$ cat src/hdl/cache_pkg.sv
package cache_pkg;

  // Request and data widths
  localparam int addr_width     = 32;
  localparam int word_width     = 32;
  localparam int words_per_line = 4;
  localparam int line_width     = word_width * words_per_line;

  // Address split: tag 31..8, index 7..4, word offset 3..2
  localparam int offset_bits = 2;
  localparam int offset_lsb  = 2;
  localparam int index_bits  = 4;
  localparam int index_lsb   = offset_lsb + offset_bits;
  localparam int num_sets    = 2 ** index_bits;
  localparam int tag_lsb     = index_lsb + index_bits;
  localparam int tag_bits    = addr_width - tag_lsb;

  // Backing memory geometry, line address from bits 11..4
  localparam int mem_line_bits = 8;
  localparam int mem_lines     = 2 ** mem_line_bits;
  localparam int bytes_per_line = words_per_line * (word_width / 8);

  // Request strobe to done pulse
  localparam int mem_latency    = 4;
  localparam int mem_count_bits = 3;

  // Reset pattern: byte address XOR this key
  localparam logic [word_width-1:0] mem_init_key = 32'h5a5a_0000;

  // Controller states
  localparam logic [1:0] state_idle       = 2'b00;
  localparam logic [1:0] state_write_back = 2'b01;
  localparam logic [1:0] state_refill     = 2'b10;

endpackage

$ cat src/hdl/cache_controller.sv
`timescale 1ns/1ps

module cache_controller (
  input  logic                               clk,
  input  logic                               reset,
  input  logic                               input_valid,
  input  logic                               mem_rw,
  input  logic [cache_pkg::addr_width-1:0]    addr,
  input  logic                               hit,
  input  logic                               victim_dirty,
  input  logic [cache_pkg::tag_bits-1:0]      victim_tag,
  input  logic                               mem_done,
  input  logic                               mem_busy,
  output logic                               ready,
  output logic                               output_valid,
  output logic                               tag_fill,
  output logic                               tag_write_hit,
  output logic                               line_fill,
  output logic                               word_write,
  output logic                               mem_req,
  output logic                               mem_write,
  output logic [cache_pkg::mem_line_bits-1:0] mem_addr
);
  import cache_pkg::*;

  logic [1:0] state;
  logic [1:0] next_state;
  logic       issued;

  logic [index_bits-1:0]    index;
  logic [mem_line_bits-1:0] victim_addr;
  logic [mem_line_bits-1:0] request_addr;

  assign index = addr[index_lsb +: index_bits];

  // Victim line rebuilt from the low stored tag bits and the index
  assign victim_addr  = {victim_tag[mem_line_bits-index_bits-1:0], index};
  assign request_addr = addr[index_lsb +: mem_line_bits];

  always_comb begin
    ready         = (state == state_idle);
    output_valid  = ready && input_valid && hit;
    word_write    = output_valid && mem_rw;
    tag_write_hit = word_write;

    // One strobe per miss state
    mem_req   = !ready && !issued && !mem_busy;
    mem_write = (state == state_write_back);
    mem_addr  = mem_write ? victim_addr : request_addr;

    line_fill = (state == state_refill) && mem_done;
    tag_fill  = line_fill;
  end

  always_comb begin
    next_state = state;
    case (state)
      state_idle: begin
        if (input_valid && !hit) begin
          next_state = victim_dirty ? state_write_back : state_refill;
        end
      end
      state_write_back: begin
        // Refill always follows the write-back
        if (mem_done) begin
          next_state = state_refill;
        end
      end
      state_refill: begin
        if (mem_done) begin
          next_state = state_idle;
        end
      end
      default: next_state = state_idle;
    endcase
  end

  always_ff @(posedge clk) begin
    if (reset) begin
      state  <= state_idle;
      issued <= 1'b0;
    end else begin
      state <= next_state;
      if (mem_done) begin
        issued <= 1'b0;
      end else if (mem_req) begin
        issued <= 1'b1;
      end
    end
  end

endmodule

$ cat config.mk
export PLATFORM = sky130hd
export DESIGN_NAME = cache_controller
export DESIGN_NICKNAME = d
export VERILOG_FILES = /design/src/hdl/cache_pkg.sv /design/src/hdl/cache_controller.sv
export SDC_FILE = /design/constraint.sdc
export NUM_CORES = 1
export LEC_CHECK = 0
export BUFFER_PORTS_ARGS = -buffer_cell sky130_fd_sc_hd__buf_2
export CAP_MARGIN = 25
export CELL_PAD_IN_SITES_DETAIL_PLACEMENT = 1
export CELL_PAD_IN_SITES_GLOBAL_PLACEMENT = 1
export CORE_ASPECT_RATIO = 1.25
export CORE_MARGIN = 1.5
export CORE_UTILIZATION = 10
export DETAILED_ROUTE_END_ITERATION = 8
export GPL_ROUTABILITY_DRIVEN = 0
export PLACE_DENSITY_LB_ADDON = 0.1
export SYNTH_ARGS = -nofsm -noshare
export SYNTH_HDL_FRONTEND = slang
export SYNTH_SLANG_ARGS = --single-unit
$ cat constraint.sdc
create_clock -name clk -period 1.85 [get_ports clk]
set_clock_uncertainty 0.05 [all_clocks]
set_input_delay 0.2775 -clock clk [delete_from_list [all_inputs] [get_ports clk]]
set_output_delay 0.2775 -clock clk [all_outputs]
set_load 0.01 [all_outputs]
==> results.yml <==
clock_tree:
  cts-root-buf: "clkbuf_4"
  clk_path_buf_depth: 2
  clock_latency_ns: 0.24
  cts.htree.levels: 1
  cts_setup_buffers: 0
  numCtsBuffers: 3
  cts.clk_slew.worst_paths_ns: 0.04
  cts.repair.resized: 0
  cts_tree: "built"
  holdBufCountCts: 0
  cts.sinks: 3
yosys:
  netlist_area_sq_um: 283
  synth-xor-area-share_pct: 0
  yosys-mux-area-fraction_pct: 21.2
  ys_ff_latch: 3
  ys_warn_count: 0
  synth_compound_gate_area_share_pct: 11.9
  synth_top_family_by_area: "simple AND/OR/NAND/NOR gates"
  ys_seq_area_share_pct: 21.2
  ys_types: 16
  yosys.area_share.simple_pct: 24.3
  avgSynthCellArea_sq_um: 9.43
  synthAdderAreaFrac_pct: 0
  syn_nets: 94
  syn_inst: 30
floorplanning:
  die_area_sq_mm: 0.00316
  die_height_um: 62.5
  start_util_pct: 10.6
  core_sq_mm: 0.00268
  io_pins: 80
  rows: 21
  die_w_um: 50.6
layout:
  final_common_cell: "buf_2"
  syn2layout_area_growth_pct: 52.2
  drive_gt1_share_pct: 70.4
  fill_cells: 343
  final_cell_mix: "buf_2 (27), mux2_4 (4), nor2_1 (4)"
  antenna_cells: 0
  fin_nets: 119
grt:
  grt_first_pass_wirelength_um: 1520
  grt_usage_pct: 6.56
  grt_start_max_net_pins: 8
  antenna_found_initial: 0
  overflow: 0
  grt_pass1_vias: 310
setup_path:
  critical_path_class: "reg -> out"
  start_kind: "flop"
  worst_setup_path_end_kind: "output port"
  arrival_ns: 1.39
  path_max_fanout: 7
  required_ns: 1.52
sta:
  rsz0062_at_grt: "false"
  slew_headroom_pct: 82.9
  maxSlewViolCount: 0
  clock.fmax_ghz: 0.581
  worstMarginPinSlew_ns: 0.256
  finalSetupViolCount: 0
  tns_ns: 0
  period_needed_ns: 1.72
  post-route-period-util_pct: 93.0
  hold_viol: 0
detailed_routing:
  drt_first_iter_violations: 3
  postRouteWirelength_um: 883
  vias: 290
  drtAntennaViolNets: 0
  firstDrtPassIters: 2
  via_per_inst: 3.30
  detail_route.wl_per_cell_um: 10.0
  drc_errors: 0
hold_path:
  hold_class: "in -> reg"
power:
  power_density_mw_per_mm2: 593
  finalPower_w: 0.000255
  vdd_drop_max_mv: 0.166
  power_leakage_nw: 0.231
run:
  maxCapViolCount: 0
placed_design:
  io_buffer_count: 27
status:
  status: "finished clean"
-- sequential cells by signal, summed over array words and instances, names as in the netlist --
signal  cells
state       2
issued      1
-- cell families (layout without fill, tap and decap cells) --
group / after synthesis / after routing
AND/OR/NAND/NOR: 11 / 11
buffers and inverters: 8 / 32
AO/OA/AOI/OAI: 4 / 4
multiplexers: 4 / 4
flip-flops: 3 / 3
-- routing by layer --
metal | part of all wire [%] | GRT usage [%] | vias to the layer above
met5 | 0 | 0 | -
met4 | 0 | 6.08 | 0
met3 | 9.4 | 2.39 | 0
met2 | 52 | 8.39 | 16
met1 | 38 | 8.22 | 128
li1 | - | - | 146
-- worst max-delay path: stages, from the launching register on --
cell	delay [ns]
dfxtp_1	0.38
nor2b_4	0.31
mux2_4	0.33
buf_2	0.14
-- cell type report --
type	instances	area, sq um	share of cell area (%)
repair buffers	27	135	31.4
flip-flops and latches	3	60.1	14.0
well taps	34	42.5	9.88
clock buffers	4	26.3	6.10
inverters	1	3.75	0.872
multi-input cells	19	163	37.8
-- final timing paths --
kind,from,to,slack (ns),depth (start not counted)
max,state[0]$_SDFFE_PP0P_,mem_addr[7],0.13,3
min,reset,state[1]$_SDFFE_PP0P_,0.21,2
max reg2reg,state[0]$_SDFFE_PP0P_,state[1]$_SDFFE_PP0P_,0.76,3
min reg2reg,issued$_SDFFE_PP0P_,issued$_SDFFE_PP0P_,0.43,1
-- cells in the mapped netlist (all sizes together) --
cell	n	share of area (%)
a22o	1	3.5
o21a	1	2.7
dfxtp	3	21
mux2	4	21
and3b	1	3.5
nor3	1	1.8
a22oi	1	2.7
and3	2	4.4
o2bb2ai	1	3.1
nor2b	1	4.9
and2	1	2.2
inv	1	1.3
buf	7	20
nor2	5	7.5
-- report_power, final --
part,internal (W),total [W],switching (W)
Sequential,0.0000677,0.0000710,0.00000336
Combinational,0.0000378,0.0000674,0.0000296
Clock,0.0000810,0.000117,0.0000358
-- stage by stage --
step / cells / hold slack [ns] / cell area [sq um] / utilization (%) / setup WS (ns)
2_1_floorplan: 30 / 0.315 / 283 / - / 0.383
4_1_cts: 88 / 0.202 / 430 / 16.1 / 0.106
5_1_grt: 88 / 0.214 / 430 / 16.1 / 0.0346
3_3_place_gp: 84 / 0.409 / 404 / 15.1 / 0.387
6_report: 88 / 0.205 / 430 / 16.1 / 0.129
3_5_place_dp: 84 / 0.425 / 404 / 15.1 / 0.381
Note: power is estimated with default switching activity, not from simulation.
