### src/hdl/cache_pkg.sv
package cache_pkg;

  // Request and data widths
  localparam int addr_width     = 32;
  localparam int word_width     = 32;
  localparam int words_per_line = 4;
  localparam int line_width     = word_width * words_per_line;

  // Address split: tag 31..8, index 7..4, word offset 3..2
  localparam int offset_bits = 2;
  localparam int offset_lsb  = 2;
  localparam int index_bits  = 4;
  localparam int index_lsb   = offset_lsb + offset_bits;
  localparam int num_sets    = 2 ** index_bits;
  localparam int tag_lsb     = index_lsb + index_bits;
  localparam int tag_bits    = addr_width - tag_lsb;

  // Backing memory geometry, line address from bits 11..4
  localparam int mem_line_bits = 8;
  localparam int mem_lines     = 2 ** mem_line_bits;
  localparam int bytes_per_line = words_per_line * (word_width / 8);

  // Request strobe to done pulse
  localparam int mem_latency    = 4;
  localparam int mem_count_bits = 3;

  // Reset pattern: byte address XOR this key
  localparam logic [word_width-1:0] mem_init_key = 32'h5a5a_0000;

  // Controller states
  localparam logic [1:0] state_idle       = 2'b00;
  localparam logic [1:0] state_write_back = 2'b01;
  localparam logic [1:0] state_refill     = 2'b10;

endpackage

### src/hdl/cache_tag_store.sv
`timescale 1ns/1ps

module cache_tag_store (
  input  logic                            clk,
  input  logic                            reset,
  input  logic [cache_pkg::addr_width-1:0] addr,
  input  logic                            tag_fill,
  input  logic                            tag_write_hit,
  output logic                            hit,
  output logic                            victim_dirty,
  output logic [cache_pkg::tag_bits-1:0]   victim_tag
);
  import cache_pkg::*;

  logic [tag_bits-1:0]   req_tag;
  logic [index_bits-1:0] index;

  logic                valid_q [num_sets];
  logic                dirty_q [num_sets];
  logic [tag_bits-1:0] tag_q   [num_sets];

  assign req_tag = addr[tag_lsb +: tag_bits];
  assign index   = addr[index_lsb +: index_bits];

  // Lookup of the indexed set
  assign hit          = valid_q[index] && (tag_q[index] == req_tag);
  assign victim_dirty = valid_q[index] && dirty_q[index];
  assign victim_tag   = tag_q[index];

  always_ff @(posedge clk) begin
    if (reset) begin
      for (int i = 0; i < num_sets; i++) begin
        valid_q[i] <= 1'b0;
        dirty_q[i] <= 1'b0;
        tag_q[i]   <= '0;
      end
    end else begin
      if (tag_fill) begin
        // New line arrives clean
        valid_q[index] <= 1'b1;
        dirty_q[index] <= 1'b0;
        tag_q[index]   <= req_tag;
      end else if (tag_write_hit) begin
        dirty_q[index] <= 1'b1;
      end
    end
  end

endmodule

### config.mk
export PLATFORM = sky130hd
export DESIGN_NAME = cache_tag_store
export DESIGN_NICKNAME = d
export VERILOG_FILES = /design/src/hdl/cache_pkg.sv /design/src/hdl/cache_tag_store.sv
export SDC_FILE = /design/constraint.sdc
export NUM_CORES = 1
export LEC_CHECK = 0
export CORE_MARGIN = 2
export CORE_UTILIZATION = 46
export DETAILED_ROUTE_END_ITERATION = 8
export DONT_BUFFER_PORTS = 1
export GPL_TIMING_DRIVEN = 0
export SLEW_MARGIN = 10
export SYNTH_ARGS = -nofsm -noshare
export SYNTH_HDL_FRONTEND = slang
export SYNTH_SLANG_ARGS = --single-unit
export TNS_END_PERCENT = 30
### constraint.sdc
create_clock -name clk -period 9.4 [get_ports clk]
set_input_delay 0.94 -clock clk [delete_from_list [all_inputs] [get_ports clk]]
set_output_delay 0.94 -clock clk [all_outputs]
set_load 0.01 [all_outputs]
==> impl_table.tex <==
\begin{tabular}{lr}
\hline
Metric & Value \\
\hline
\multicolumn{2}{l}{\textbf{Outcome}} \\
\quad Status & completed \\
\multicolumn{2}{l}{\textbf{Clock tree}} \\
\quad \# hold bufs at CTS & 0 \\
\quad H-tree level count & 2 \\
\quad Clock tree from TritonCTS & yes \\
\quad Sinks on the clock net & 416 \\
\quad Clk\_lat worst skew & 0.56 ns \\
\quad Number of clock buffers inserted by TritonCTS & 45 \\
\quad Clock edge transition at the registers on the reported setup and hold paths & 0.06 ns \\
\quad Longest Clk Path Bufs & 3 \\
\quad Post CTS Setup Buffer Count & 0 \\
\quad Resized cells post-CTS & 0 \\
\quad Clock tree root buffer cell & clkbuf\_16 \\
\multicolumn{2}{l}{\textbf{Logic synthesis}} \\
\quad Total number of yosys warnings & 0 \\
\quad Part of the Yosys area used for sequential elements & 62.96\% \\
\quad Fraction of synthesis flops using an asynchronous set or reset pin & 0\% \\
\quad Gate count of the mapped netlist & 1305 \\
\quad Proportion of netlist area held by the largest area contributor & 61.33\% \\
\quad Distinct cell type count of the synthesized netlist & 47 \\
\quad Most used standard cell by instance count after synthesis & edfxtp\_1 \\
\quad Number of flops mapped to enable cells by yosys & 400 \\
\quad Syn avg cell area & 15.01 um2 \\
\quad Top cell types by occurrence after synthesis & edfxtp\_1 (400), and2\_1 (317), mux4\_2 (106) \\
\quad Largest area contributor in the synthesized netlist & edfxtp\_1 \\
\quad Synth area leaders & edfxtp\_1 (61\%), mux4\_2 (12\%), and2\_1 (10\%) \\
\quad Synthesis-stage register bit count & 416 \\
\quad Main synth FF type & edfxtp\_1 \\
\quad Post-Synthesis Net Count & 1341 \\
\quad Mapped cell area & 19590 um2 \\
\multicolumn{2}{l}{\textbf{Timing}} \\
\quad Max-slew violation total from the final report & 0 \\
\quad Setup slack after layout & 3.220 ns \\
\quad Final Hold Viols & 0 \\
\quad Post-route minimum period & 6.180 ns \\
\quad RSZ-0062 raised after global routing & false \\
\quad Final cycle utilization of the critical path & 65.75\% \\
\quad Slew at the pin closest to its max-slew limit & 1.308 ns \\
\quad Fmax & 161.8 MHz \\
\quad Maximum clock skew at final layout & 0 ns \\
\quad Hold WS & 0.4532 ns \\
\quad Final setup vio count & 0 \\
\quad Worst slew margin & 12.02\% \\
\quad Post-Route Setup TNS & 0 ns \\
\multicolumn{2}{l}{\textbf{Finish}} \\
\quad Number of filler cells placed in the layout & 3475 \\
\quad Area delta synth->final & 12.37\% \\
\quad Layout cell share with drive strength beyond 1 & 16.42\% \\
\quad Post-Layout Inst Area & 22010 um2 \\
\quad Post-layout nets & 1399 \\
\quad Area of combinational cells with multiple inputs & 6734 um2 \\
\quad Register area & 12330 um2 \\
\multicolumn{2}{l}{\textbf{GRT}} \\
\quad Residual overflow from global routing & 0 \\
\quad Via count of the first global-routing pass & 12370 \\
\quad Number of antenna violations at the first check in global routing & 4 \\
\quad Wire length of the first global-routing pass & 90.33 mm \\
\quad Maximum number of pins on one net before global-route repair & 25 \\
\quad GRT Total Usage & 29.73\% \\
\multicolumn{2}{l}{\textbf{Route}} \\
\quad Via-to-Cell Ratio & 6.340 \\
\quad Vias post-DR & 12270 \\
\quad Number of antenna-violating nets in the routed design & 0 \\
\quad WL per Instance & 33.31 um \\
\quad Remaining DRCs & 0 \\
\quad Router iterations before antenna repair & 5 \\
\quad Detailed-route wire length & 64.46 mm \\
\quad Detailed router's first-iteration violation count & 1526 \\
\multicolumn{2}{l}{\textbf{Floorplanning}} \\
\quad Placeable core area & 41950 um2 \\
\quad Starting density of the core & 46.69\% \\
\quad Area of the die & 44250 um2 \\
\quad Vertical extent of the die & 210.3 um \\
\quad Top-level port count & 62 \\
\quad Die span in x & 210.3 um \\
\quad Standard-cell rows & 75 \\
\multicolumn{2}{l}{\textbf{Placed design}} \\
\quad Total placed instance area & 20570 um2 \\
\quad Worst Setup Slack post-DPL & 3.473 ns \\
\quad Weighted congestion reported at the end of routability-driven placement & 0.9077 \\
\quad Estimated wirelength of the detail-placed design & 41.37 mm \\
\quad I/O Buffers & 0 \\
\multicolumn{2}{l}{\textbf{Setup path}} \\
\quad Worst setup path category & input pin to output port \\
\quad Startpoint kind of the worst setup timing path & input pin \\
\quad Worst Path Required & 8.46 ns \\
\quad Crit path launch & addr[7] \\
\quad Arrival time at the worst endpoint & 5.24 ns \\
\quad Crit. End Element & output port \\
\quad CP Max Fanout & 10 \\
\quad Reg-to-Reg Start & valid\_q[9]\$\_DFF\_P\_ \\
\multicolumn{2}{l}{\textbf{Min path}} \\
\quad Critical hold path startpoint & valid\_q[1]\$\_DFF\_P\_ \\
\quad Worst min-delay path class & flop to flop \\
\multicolumn{2}{l}{\textbf{Power and ir drop}} \\
\quad Total power density per cell area & 198.3 nW/um2 \\
\quad Leakage Power & 7.556 nW \\
\quad Max VDD drop & 0.1386 mV \\
\quad Design Power & 0.004365 W \\
\multicolumn{2}{l}{\textbf{Run}} \\
\quad Max-cap violation count & 0 \\
\hline
\end{tabular}
## layout make-up
cell class / count / area share, %
Sequential cell: 416 / 56.03
Multi-Input combinational cell: 751 / 30.60
Clock buffer: 62 / 5.787
Tap cell: 539 / 3.064
Buffer: 128 / 2.661
Timing Repair Buffer: 11 / 0.9551
Clock inverter: 17 / 0.7220
Inverter: 10 / 0.1706
Antenna cell: 1 / 0.01137
## flip-flops by register name, indices dropped and copies added, names as in the netlist
signal,cells
dirty_q,16
tag_q,384
valid_q,16
## power breakdown
group | leakage [nW] | switching (W) | internal (W) | total [W]
logic | 2.91 | 0.000284 | 0.000151 | 0.000435
registers | 3.95 | 0.0000276 | 0.00213 | 0.00216
clock network | 0.700 | 0.000743 | 0.00103 | 0.00177
total | 7.56 | 0.00106 | 0.00331 | 0.00436
## worst paths after layout
path	endpoint	depth (start not counted)	slack, ns
min	valid_q[1]$_DFF_P_	1	0.45
max reg2reg	valid_q[9]$_DFF_P_	1	8.81
max	hit	10	3.22
min reg2reg	valid_q[1]$_DFF_P_	1	0.45
## cells in the final DEF, fill, tap and decap left out, types with 4 or more instances in the layout
cell / count
xnor2_1: 10
mux4_2: 106
mux4_1: 8
o31ai_1: 7
clkinv_1: 7
buf_16: 4
a21o_1: 17
edfxtp_1: 400
a22oi_1: 8
nor2_1: 31
clkinv_2: 6
buf_6: 6
mux2i_1: 37
clkbuf_1: 103
and2_1: 317
buf_2: 18
o2111ai_1: 4
nand2_1: 29
buf_1: 7
nor4_1: 33
buf_4: 8
or2_2: 8
dfxtp_1: 16
nor3_1: 54
clkbuf_16: 48
buf_12: 5
o21ai_0: 15
nor4_2: 4
a21oi_1: 8
nand2b_1: 4
xor2_1: 13
nor2b_1: 5
o21ai_4: 8
inv_1: 9
## critical path, cell delays in order
cell and delay (ns):
buf_2 0.25, buf_2 0.45, buf_1 0.72, nor2_1 0.43, a22oi_1 0.29, nand2_1 0.19, xor2_1 0.24, nor4_1 1.01
nand3b_1 0.19, nor4_2 0.51
## through the flow
| stage | std cells | utilization [%] |
|---|---|---|
| 2_1_floorplan | 1305 | - |
| 3_3_place_gp | 1844 | 48.30 |
| 3_5_place_dp | 1855 | 49.05 |
| 4_1_cts | 1934 | 52.46 |
| 5_1_grt | 1935 | 52.47 |
| 6_report | 1935 | 52.47 |
## routing by layer
metal	global-route usage [%]	wire (um)
met5	0	0
met4	14.80	3419
met3	7.673	7012
met2	45.56	29140
met1	39.66	24880
## cells by family after synthesis
| group | share of synthesized area (%) |
|---|---|
| AO/OA/AOI/OAI | 3.086 |
| XOR/XNOR | 1.028 |
| buffers and inverters | 3.181 |
| flip-flops | 62.96 |
| multiplexers | 15.15 |
| AND/OR/NAND/NOR | 14.59 |
No activity file was read; power rests on OpenSTA's default activity.
